`src/eth_bringup_pkg.sv`:
```
//------------------------------
// shared types and defaults for the ethernet bring-up subsystem
// stream beats, port statistics, firmware revision
//------------------------------

package eth_bringup_pkg;

    //------------------------------
    // defaults for the top level
    //------------------------------
    localparam int DEF_ETHCOUNT      = 4;          // gigabit ports on the board
    localparam int DEF_MIN_FRAME     = 64;         // shortest good frame, bytes
    localparam int DEF_HEARTBEAT_DIV = 10_000_000; // half period of 0.5 s at 20 MHz

    localparam int LEN_W = 16;                     // frame length width

    //------------------------------
    // stream beats
    //------------------------------

    // one byte off the MAC receive stream
    typedef struct packed {
        logic [7:0] data; // payload byte
        logic       last; // final byte of frame
        logic       err;  // MAC error flag for this byte
    } rx_beat_t;

    // one byte onto the MAC transmit stream
    typedef struct packed {
        logic [7:0] data; // payload byte
        logic       last; // final byte of frame
    } tx_beat_t;

    //------------------------------
    // status words
    //------------------------------

    // per-port receive counters, all wrap
    typedef struct packed {
        logic [15:0] good_frames; // frames without err and long enough
        logic [15:0] bad_frames;  // err seen or runt
        logic [31:0] rx_bytes;    // every accepted byte
    } port_stats_t;

    // build stamp
    typedef struct packed {
        logic [31:0] date;       // build date word
        logic [31:0] build_time; // build time word
    } fw_rev_t;

endpackage

```
`src/rx_frame_monitor.sv`:
```
//------------------------------
// receive frame checker for one port
// counts good frames, bad frames and bytes
//------------------------------

`timescale 1ns/1ps

module rx_frame_monitor
    import eth_bringup_pkg::*;
#(
    parameter int MIN_FRAME = DEF_MIN_FRAME
) (
    input  logic        clk20_g,
    input  logic        rst_n,

    input  logic        rx_valid, // no ready, stream cannot stall
    input  rx_beat_t    rx_beat,

    output port_stats_t stats
);

    //------------------------------
    // frame state
    //------------------------------
    logic [LEN_W-1:0] byte_cnt_q;  // bytes seen so far in current frame
    logic             err_seen_q;  // sticky err over current frame
    port_stats_t      stats_q;     // counters, shown one cycle after the beat

    logic [LEN_W:0]   frame_len;   // length including the current beat
    logic             frame_bad;   // classification on the last beat
    logic             runt;        // shorter than MIN_FRAME

    // one extra bit so a full-length count does not wrap to zero
    assign frame_len = {1'b0, byte_cnt_q} + 1'b1;
    assign runt      = (frame_len < (LEN_W+1)'(MIN_FRAME));
    assign frame_bad = err_seen_q | rx_beat.err | runt;

    //------------------------------
    // per-frame tracking
    //------------------------------
    always_ff @(posedge clk20_g) begin
        if (!rst_n) begin
            byte_cnt_q <= '0;
            err_seen_q <= 1'b0;
        end else if (rx_valid) begin
            if (rx_beat.last) begin
                byte_cnt_q <= '0;                     // ready for next frame
                err_seen_q <= 1'b0;
            end else begin
                if (byte_cnt_q != '1)                 // saturate on jumbo junk
                    byte_cnt_q <= byte_cnt_q + 1'b1;
                err_seen_q <= err_seen_q | rx_beat.err;
            end
        end
    end

    //------------------------------
    // counters
    //------------------------------
    always_ff @(posedge clk20_g) begin
        if (!rst_n) begin
            stats_q <= '0;
        end else if (rx_valid) begin
            stats_q.rx_bytes <= stats_q.rx_bytes + 1'b1; // good or bad alike
            if (rx_beat.last) begin
                if (frame_bad)
                    stats_q.bad_frames  <= stats_q.bad_frames + 1'b1;
                else
                    stats_q.good_frames <= stats_q.good_frames + 1'b1;
            end
        end
    end

    assign stats = stats_q; // registered, latency 1

endmodule

```
`src/tx_test_gen.sv`:
```
//------------------------------
// test frame generator for one port
// valid/ready transmit stream, programmable length
//------------------------------

`timescale 1ns/1ps

module tx_test_gen
    import eth_bringup_pkg::*;
#(
    parameter int PORT_ID = 0
) (
    input  logic             clk20_g,
    input  logic             rst_n,

    input  logic             tx_start, // pulse, ignored while busy
    input  logic [LEN_W-1:0] tx_len,   // bytes per frame, 0 means 1
    output logic             tx_busy,

    output logic             tx_valid,
    input  logic             tx_ready,
    output tx_beat_t         tx_beat
);

    //------------------------------
    // state
    //------------------------------
    logic             busy_q;    // frame in progress
    logic [LEN_W-1:0] remain_q;  // bytes left including the one on the bus
    logic [7:0]       data_q;    // current byte, PORT_ID + k
    logic             xfer;      // beat accepted this cycle
    logic             last_beat; // beat on the bus closes the frame

    assign xfer      = busy_q & tx_ready;
    assign last_beat = (remain_q == LEN_W'(1));

    //------------------------------
    // control
    //------------------------------
    always_ff @(posedge clk20_g) begin
        if (!rst_n) begin
            busy_q   <= 1'b0;
            remain_q <= '0;
        end else if (!busy_q) begin
            if (tx_start) begin
                busy_q   <= 1'b1;
                remain_q <= (tx_len == '0) ? LEN_W'(1) : tx_len; // zero length -> one byte
            end
        end else if (xfer) begin
            if (last_beat)
                busy_q <= 1'b0;                 // drops the cycle after last transfer
            else
                remain_q <= remain_q - 1'b1;
        end
    end

    //------------------------------
    // payload
    //------------------------------
    always_ff @(posedge clk20_g) begin
        if (!busy_q) begin
            if (tx_start)
                data_q <= 8'(PORT_ID);          // byte 0 of frame
        end else if (xfer) begin
            data_q <= data_q + 1'b1;            // wraps mod 256
        end
        // no xfer, hold steady under back-pressure
    end

    //------------------------------
    // outputs
    //------------------------------
    assign tx_busy      = busy_q;
    assign tx_valid     = busy_q;      // a beat is offered for the whole frame
    assign tx_beat.data = data_q;
    assign tx_beat.last = last_beat;

endmodule

```
`src/board_status.sv`:
```
//------------------------------
// heartbeat LED, LVDS activity flag and
// firmware revision words
//------------------------------

`timescale 1ns/1ps

module board_status
    import eth_bringup_pkg::*;
#(
    parameter int          HEARTBEAT_DIV = DEF_HEARTBEAT_DIV,
    parameter logic [31:0] FW_DATE       = 32'h0,
    parameter logic [31:0] FW_TIME       = 32'h0
) (
    input  logic        clk20_g,
    input  logic        rst_n,

    input  logic [13:0] usr_lvds,  // async user inputs
    input  logic        lvds_clr,  // clear pulse for the sticky flag
    output logic        lvds_seen,

    output logic        dbg_led,
    output fw_rev_t     fw_rev
);

    localparam int DIV_W = (HEARTBEAT_DIV > 1) ? $clog2(HEARTBEAT_DIV) : 1;

    //------------------------------
    // heartbeat
    //------------------------------
    logic [DIV_W-1:0] div_cnt_q; // cycles since last toggle
    logic             led_q;

    always_ff @(posedge clk20_g) begin
        if (!rst_n) begin
            div_cnt_q <= '0;
            led_q     <= 1'b0;
        end else if (div_cnt_q == DIV_W'(HEARTBEAT_DIV - 1)) begin
            div_cnt_q <= '0;
            led_q     <= ~led_q;               // half period done
        end else begin
            div_cnt_q <= div_cnt_q + 1'b1;
        end
    end

    //------------------------------
    // LVDS activity
    //------------------------------
    logic [13:0] lvds_meta_q;  // first sync stage
    logic [13:0] lvds_sync_q;  // second sync stage
    logic        seen_q;

    always_ff @(posedge clk20_g) begin
        if (!rst_n) begin
            lvds_meta_q <= '0;
            lvds_sync_q <= '0;
            seen_q      <= 1'b0;
        end else begin
            lvds_meta_q <= usr_lvds;
            lvds_sync_q <= lvds_meta_q;
            // clear wins only when nothing is still active
            seen_q      <= (seen_q & ~lvds_clr) | (|lvds_sync_q);
        end
    end

    assign lvds_seen         = seen_q;
    assign dbg_led           = led_q;
    assign fw_rev.date       = FW_DATE; // build stamp
    assign fw_rev.build_time = FW_TIME;

endmodule

```
`src/eth_bringup_top.sv`:
```
//------------------------------
// bring-up top: per-port receive checker and test frame
// generator, plus the board status block
//------------------------------

`timescale 1ns/1ps

module eth_bringup_top
    import eth_bringup_pkg::*;
#(
    parameter int          ETHCOUNT      = DEF_ETHCOUNT,
    parameter int          MIN_FRAME     = DEF_MIN_FRAME,
    parameter int          HEARTBEAT_DIV = DEF_HEARTBEAT_DIV,
    parameter logic [31:0] FW_DATE       = 32'h0,
    parameter logic [31:0] FW_TIME       = 32'h0
) (
    input  logic                        clk20_g,
    input  logic                        rst_n,

    //------------------------------
    // MAC receive streams
    //------------------------------
    input  logic        [ETHCOUNT-1:0]  rx_valid,
    input  rx_beat_t    [ETHCOUNT-1:0]  rx_beat,

    //------------------------------
    // MAC transmit streams
    //------------------------------
    input  logic        [ETHCOUNT-1:0]  tx_start,  // per-port start pulse
    input  logic        [LEN_W-1:0]     tx_len,    // shared by all ports
    input  logic        [ETHCOUNT-1:0]  tx_ready,
    output logic        [ETHCOUNT-1:0]  tx_valid,
    output logic        [ETHCOUNT-1:0]  tx_busy,
    output tx_beat_t    [ETHCOUNT-1:0]  tx_beat,

    output port_stats_t [ETHCOUNT-1:0]  stats,     // receive counters

    //------------------------------
    // board status
    //------------------------------
    input  logic        [13:0]          usr_lvds,
    input  logic                        lvds_clr,
    output logic                        lvds_seen,
    output logic                        dbg_led,
    output fw_rev_t                     fw_rev
);

    //------------------------------
    // per-port logic
    //------------------------------
    genvar p;
    generate
        for (p = 0; p < ETHCOUNT; p = p + 1) begin : eth
            rx_frame_monitor #(
                .MIN_FRAME (MIN_FRAME)
            ) rx_mon (
                .clk20_g  (clk20_g),
                .rst_n    (rst_n),
                .rx_valid (rx_valid[p]),
                .rx_beat  (rx_beat[p]),
                .stats    (stats[p])
            );

            tx_test_gen #(
                .PORT_ID (p)                   // seeds the byte pattern
            ) tx_gen (
                .clk20_g  (clk20_g),
                .rst_n    (rst_n),
                .tx_start (tx_start[p]),
                .tx_len   (tx_len),
                .tx_busy  (tx_busy[p]),
                .tx_valid (tx_valid[p]),
                .tx_ready (tx_ready[p]),
                .tx_beat  (tx_beat[p])
            );
        end
    endgenerate

    //------------------------------
    // heartbeat, LVDS, revision
    //------------------------------
    board_status #(
        .HEARTBEAT_DIV (HEARTBEAT_DIV),
        .FW_DATE       (FW_DATE),
        .FW_TIME       (FW_TIME)
    ) status (
        .clk20_g   (clk20_g),
        .rst_n     (rst_n),
        .usr_lvds  (usr_lvds),
        .lvds_clr  (lvds_clr),
        .lvds_seen (lvds_seen),
        .dbg_led   (dbg_led),
        .fw_rev    (fw_rev)
    );

endmodule

```
`config.mk`:
```
export PLATFORM = sky130hd
export DESIGN_NAME = eth_bringup_top
export DESIGN_NICKNAME = d
export VERILOG_FILES = /design/src/eth_bringup_pkg.sv /design/src/rx_frame_monitor.sv /design/src/tx_test_gen.sv /design/src/board_status.sv /design/src/eth_bringup_top.sv
export SDC_FILE = /design/constraint.sdc
export NUM_CORES = 1
export LEC_CHECK = 0
export BUFFER_PORTS_ARGS = -buffer_cell sky130_fd_sc_hd__buf_4
export CAP_MARGIN = 5
export CORE_AREA = 2 2 211 213
export CTS_BUF_LIST = sky130_fd_sc_hd__clkbuf_4 sky130_fd_sc_hd__clkbuf_8
export CTS_CLUSTER_SIZE = 14
export DETAILED_ROUTE_END_ITERATION = 7
export DIE_AREA = 0 0 213 215
export PLACE_DENSITY_LB_ADDON = 0.3
export SLEW_MARGIN = 10
export SYNTH_ARGS = -nofsm -noshare
export SYNTH_HDL_FRONTEND = slang
export SYNTH_SLANG_ARGS = --single-unit
```
`constraint.sdc`:
```
create_clock -name clk20_g -period 3.72 [get_ports clk20_g]
set_clock_uncertainty 0.15 [all_clocks]
set_input_delay 0.744 -clock clk20_g [delete_from_list [all_inputs] [get_ports clk20_g]]
set_output_delay 0.744 -clock clk20_g [all_outputs]
set_load 0.01 [all_outputs]
```
==> metrics.csv, run 1 <==
stage,metric,value,unit
global_route,grt_pass1_vias,20403,
sta,rsz0062_at_grt,no,
die,fp.dieW,213,µm
pwr,p_total,11.5,mW
die,rows,77,
synthesis,synth_cell_types,81,
cts,clkSlewWorstSetupHoldPaths,0.06,ns
pwr,powerDensity,408,nW/µm²
routing,vias_per_cell,5.72,
final_layout,regArea,9890,µm²
die,die_h,215,µm
sta,finalSetupTns,0,ns
cts,numCtsBuffers,80,
sta,fin_crit_sh,95.4,%
cts,cts_max_level,3,
cts,max-clock-path-buffers,3,
global_route,grt_max_degree,80,
placed_design,place_area,26500,µm²
die,ioPinCount,451,
synthesis,yosysWarnings,0,
routing,drc_errors,0,
routing,avgRoutedWirePerCell,15.8,µm
die,fp.dieArea,45800,µm²
critical_path,crit_required,2.83,ns
routing,ant_nets,0,
final_layout,drive_gt1_share,17.3,%
critical_path,worst_setup_path_start_kind,flip-flop,
final_layout,fillers,3664,
routing,drtIter0Drc,1567,
critical_path,setup.worst_path.class,reg -> out,
synthesis,postSynthCellCount,2885,
sta,hold_viol,0,
synthesis,synth_edf_count,32,
sta,slew_viol_final,0,
critical_path,path_max_fanout,7,
pwr,irDropWorstVdd,0.312,mV
sta,setup_violations,0,
critical_path,cp_data_arrival_time,2.65,ns
hold_path,hold_path_class,in -> reg,
final_layout,final_common_cell,dfxtp_1,
final_layout,final_cell_mix,"446 x dfxtp_1, 384 x buf_4, 351 x nor2_1, 255 x nand2_1, 187 x a21oi_1",
cts,cts_tree,built,
routing,wirelength,60.8,mm
synthesis,synthFlopType,dfxtp_1,
global_route,grt_antenna_before_repair,1,
die,core,43600,µm²
synthesis,ys_ff_latch,478,
global_route,grt_usage,25.6,%
die,initial_core_util,54.4,%
placed_design,place_congestion,0.877,
outcome,status,"finished, final reports clean",
cts,postCtsSetupRepairBufs,0,
routing,first_pass_iters,6,
job,max-cap-violations,0,
synthesis,async_flop_share,0,%
final_layout,multi_input_area,12700,µm²
critical_path,endpoint_kind,output port,
cts,clkSinkCount,478,
global_route,grt_pass1_wl,98.5,mm
sta,fmax,282,MHz
cts,clk-insertion-delay-late,0.66,ns
final_layout,fin_area,28200,µm²
final_layout,area_delta_synth_final,18.9,%
final_layout,fin_util,64.7,%
placed_design,io_buffer_count,354,
routing,vias,22027,
sta,relSlewSlack,25.7,%
sta,finalCriticalPeriod,3.55,ns
final_layout,fin_nets,3312,
cts,root_buffer,clkbuf_8,
pwr,power_leakage,11.0,nW
synthesis,ys_seq_area_share,41.6,%
sta,worst_pin_slew,1.11,ns
global_route,grt_overflow_total,0,
synthesis,netlist_area,23700,µm²
placed_design,place_hpwl,42.1,mm
synthesis,syn_area_per_cell,8.23,µm²
-- per-stage QoR --
step	setup WS (ns)	instances	hold WS, ns
final	0.172	3854	0.147
after global routing	0.0284	3854	0.103
after floorplan	0.545	2948	0.262
after CTS	0.109	3853	0.0890
after detailed placement	0.437	3708	0.268
after global placement	0.542	3708	0.267
-- worst max-delay path: stages, from the launching register on --
cell	delay (ns)
dfxtp_1	0.35
or4_1	0.61
or4_1	0.51
nor3_2	0.35
buf_4	0.19
-- cell type report --
| type | instances | share of cell area (%) |
|---|---|---|
| multi-input cells | 2189 | 45.1 |
| flip-flops and latches | 478 | 35.0 |
| repair buffers | 386 | 10.4 |
| clock buffers | 118 | 5.24 |
| well taps | 592 | 2.62 |
| inverters | 63 | 0.864 |
| clock inverters | 27 | 0.820 |
| diodes | 1 | 0.00886 |
-- logic make-up (layout without fill, tap and decap cells) --
logic type / Yosys count / after routing / synth area share (%)
compound gates: 562 / 562 / 14.7
other cells: 1 / 65 / 0.0158
simple gates: 1290 / 1290 / 27.1
buf+inv: 281 / 594 / 5.78
flops: 478 / 478 / 41.6
xor+xnor: 207 / 207 / 7.64
mux: 37 / 37 / 1.58
fa+ha+maj: 29 / 29 / 1.53
-- state kept, by name, indices dropped and copies added, names as in the netlist --
signal / flops
eth.rx_mon.err_seen_q: 4
eth.tx_gen.tx_busy: 4
status.lvds_seen: 1
eth.rx_mon.byte_cnt_q: 64
eth.rx_mon.stats: 256
status.lvds_sync_q: 14
eth.tx_gen.data_q: 32
status.div_cnt_q: 24
status.dbg_led: 1
status.lvds_meta_q: 14
eth.tx_gen.remain_q: 64
-- report_power, final --
part	leakage [nW]	internal [mW]	switching [mW]	total (mW)
combinational	6.13	0.411	0.674	1.08
sequential	3.93	5.33	0.151	5.49
clock	0.903	2.78	2.17	4.95
-- timing repair --
action | CTS | global route
endpoints found under the hold margin | 0 | 0
endpoints found under the setup margin | 1 | 0
gates resized for setup | 1 | 0
hold buffers | 0 | 0
-- metal layers --
| layer | vias to the layer above | global-route usage [%] | routed length [µm] |
|---|---|---|---|
| li1 | 10779 | - | - |
| met1 | 10408 | 31.7 | 25800 |
| met2 | 679 | 42.3 | 28800 |
| met3 | 161 | 5.66 | 3900 |
| met4 | 0 | 11.5 | 2320 |
| met5 | - | 0 | 0 |
-- Yosys cell counts, types with 67 or more instances --
cell      number  area [µm²]
xnor2_1       77         674
clkbuf_1     120         450
xor2_1       130        1140
nor3_1        76         380
nand4_1       71         444
dfxtp_1      446        8930
nand3_1      160         801
o21ai_0      128         641
buf_4         77         578
nor2_1       351        1320
a21oi_1      187         936
or3_1         67         419
nand2_1      255         957
-- worst paths after layout --
check,from,to,slack (ns),cells after the start
setup / recovery,eth[0].tx_gen.remain_q[4]$_SDFFE_PN0P_,tx_beat[0],0.17,4
hold / removal,tx_ready[2],eth[2].tx_gen.tx_busy$_SDFF_PN0_,0.15,2
setup reg to reg,eth[3].rx_mon.byte_cnt_q[0]$_SDFFE_PN0P_,eth[3].rx_mon.stats[37]$_SDFFE_PN0P_,0.37,10
hold reg to reg,status.lvds_meta_q[6]$_SDFF_PN0_,status.lvds_sync_q[6]$_SDFF_PN0_,0.28,1
Note: power is estimated with default switching activity, not from simulation.
==> run 2, diff against run 1 <==
Settings changed: CELL_PAD_IN_SITES_DETAIL_PLACEMENT set to 1, CELL_PAD_IN_SITES_GLOBAL_PLACEMENT set to 2, CORE_AREA 2 2 211 213 to 2 2 268 270, DIE_AREA 0 0 213 215 to 0 0 270 272.
==> metrics.csv, run 2 (synthesis results as in run 1) <==
stage,metric,value,unit,change
cts,cts_tree,built,,
critical_path,crit_required,2.83,ns,about the same
hold_path,hold_path_class,in -> reg,,
die,core,70800,µm²,+62%
routing,avgRoutedWirePerCell,17.7,µm,+12%
final_layout,largest_reg_flops,256,,unchanged
pwr,netSwitchingPower,3.26,mW,+8.7%
sta,slew_viol_final,0,,unchanged
die,fp.dieArea,73400,µm²,+60%
pwr,seqPwrFrac,44.5,%,-3.1 points
critical_path,cp_data_arrival_time,2.64,ns,about the same
sta,finalCriticalPeriod,3.53,ns,-0.0189 ns
sta,rsz0062_at_grt,no,,
global_route,grt_overflow_total,0,,unchanged
critical_path,worst_setup_path_start_kind,flip-flop,,
routing,drtIter0Drc,888,,-43%
critical_path,setup.worst_path.class,reg -> out,,
hold_path,hold_depth,2,,unchanged
final_layout,final_cell_mix,"446 x dfxtp_1, 388 x buf_4, 351 x nor2_1, 255 x nand2_1, 187 x a21oi_1",,
cts,cts_max_level,3,,unchanged
pwr,p_sw_share,26.4,%,+0.43 points
cts,max-clock-path-buffers,3,,unchanged
cts,numCtsBuffers,92,,+15%
critical_path,r2r_start,eth[2].rx_mon.byte_cnt_q[0]$_SDFFE_PN0P_,,
die,initial_core_util,33.6,%,-21 points
job,max-cap-violations,0,,unchanged
placed_design,place_congestion,0.798,,-9.0%
final_layout,drive_gt1_share,18.0,%,+0.67 points
routing,wirelength,75.2,mm,+24%
sta,fin_crit_sh,94.9,%,-0.51 points
global_route,grt_antenna_before_repair,2,,+1
critical_path,rrSetupSlack,0.33,ns,-0.04 ns
die,die_h,272,µm,+27%
placed_design,place_hpwl,53.4,mm,+27%
routing,vias_per_cell,5.21,,-8.8%
die,ioPinCount,451,,unchanged
sta,finalSetupTns,0,ns,unchanged
pwr,comb_power_share,9.2,%,-0.2 points
critical_path,timing.rr.end,eth[2].rx_mon.stats[46]$_SDFFE_PN0P_,,
critical_path,path_max_fanout,7,,unchanged
pwr,irDropWorstVdd,0.311,mV,-0.44%
cts,clkSlewWorstSetupHoldPaths,0.06,ns,about the same
sta,relSlewSlack,24.5,%,-1.2 points
final_layout,final_common_cell,dfxtp_1,,
cts,postCtsSetupRepairBufs,0,,unchanged
sta,fmax,283,MHz,+0.54%
pwr,power_leakage,11.2,nW,+1.8%
pwr,p_int,9.06,mW,+6.3%
final_layout,area_delta_synth_final,22.3,%,
sta,worst_pin_slew,1.13,ns,+0.0173 ns
die,fp.dieW,270,µm,+27%
routing,ant_nets,0,,unchanged
cts,ctsHoldBuffers,0,,unchanged
pwr,powerDensity,424,nW/µm²,+4.0%
cts,root_buffer,clkbuf_8,,
routing,drc_errors,0,,unchanged
pwr,clkPwrFrac,46.3,%,+3.3 points
critical_path,r2r_cells,9,,-1
die,rows,98,,+27%
sta,whs,0.124,ns,-0.0229 ns
sta,setup_violations,0,,unchanged
global_route,grt_usage,19.8,%,-5.7 points
critical_path,endpoint_kind,output port,,
sta,hold_viol,0,,unchanged
outcome,status,"finished, final reports clean",,
cts,clk-insertion-delay-late,0.67,ns,about the same
routing,first_pass_iters,5,,-1
critical_path,cp-endpoint,tx_beat[0],,
critical_path,crit_path_start,eth[0].tx_gen.remain_q[4]$_SDFFE_PN0P_,,
global_route,grt_pass1_wl,122,mm,+24%
routing,vias,22103,,+0.35%
final_layout,fin_nets,3328,,+0.48%
cts,clkSinkCount,478,,unchanged
global_route,grt_max_degree,78,,-2.5%
placed_design,io_buffer_count,354,,unchanged
global_route,grt_pass1_vias,23092,,+13%
[run 2: changes by cell type in the layout (fill, tap and decap cells not counted), moves of 3 or more]
cell / previous run / this run
clkbuf_4: 23 / 36
clkinvlp_4: 5 / 2
clkinv_2: 14 / 7
clkbuf_8: 95 / 116
buf_4: 384 / 388
[run 2: timing repair]
action / in CTS / in global routing
gates resized for setup: 1 / 1
endpoints found under the setup margin: 1 / 1
pin swaps: 0 / 0
[run 2: cell type report]
cell class | instances | area [µm²]
well taps | 950 | 1190
clock buffers | 152 | 1870
flip-flops and latches | 478 | 9890
diodes | 2 | 5.00
clock inverters | 17 | 163
multi-input cells | 2189 | 12700
fillers | 8541 | 41700
inverters | 63 | 244
repair buffers | 390 | 2950
[run 2: critical path, stage by stage (launching register included)]
cell and delay [ns]:
dfxtp_1 0.36, or4_1 0.62, or4_1 0.52, nor3_4 0.29
buf_4 0.18
[run 2: layer usage]
layer / routed length, µm / global-route usage [%] / vias up
met5: 13 / 0 / -
met4: 1980 / 7.00 / 2
met1: 32400 / 23.5 / 10842
li1: - / - / 10781
met3: 3570 / 4.36 / 130
met2: 37300 / 35.3 / 348
[run 2: stage by stage]
stage / total power, mW / worst slack (ns) / area, µm² / util, % / instances
after floorplan: 6.36 / 0.545 / 24000 / - / 2948
after CTS: 12.6 / 0.0555 / 29000 / 41.0 / 4239
after global placement: 6.67 / 0.373 / 27000 / 38.2 / 4070
after detailed placement: 6.73 / 0.352 / 27000 / 38.2 / 4070
after global routing: 12.9 / 0.0329 / 29000 / 41.0 / 4241
final: 12.3 / 0.190 / 29000 / 41.0 / 4241
[run 2: worst min-delay path by stage]
stage	from	to	slack, ns
floorplan	status.lvds_meta_q[0]$_SDFF_PN0_	status.lvds_sync_q[0]$_SDFF_PN0_	0.26
global placement	status.lvds_meta_q[3]$_SDFF_PN0_	status.lvds_sync_q[3]$_SDFF_PN0_	0.27
detailed placement	status.lvds_meta_q[10]$_SDFF_PN0_	status.lvds_sync_q[10]$_SDFF_PN0_	0.27
CTS	tx_ready[2]	eth[2].tx_gen.tx_busy$_SDFF_PN0_	0.05
global route	tx_ready[2]	eth[2].tx_gen.tx_busy$_SDFF_PN0_	0.08
finish	tx_ready[2]	eth[2].tx_gen.tx_busy$_SDFF_PN0_	0.12
[run 2: power groups by stage]
stage                     clock, mW  sequential (mW)  combinational (mW)
after floorplan                   0             5.58               0.778
after global placement            0             5.58                1.09
after detailed placement          0             5.60                1.13
after CTS                      5.93             5.49                1.14
after global routing           6.17             5.51                1.27
final                          5.70             5.49                1.13
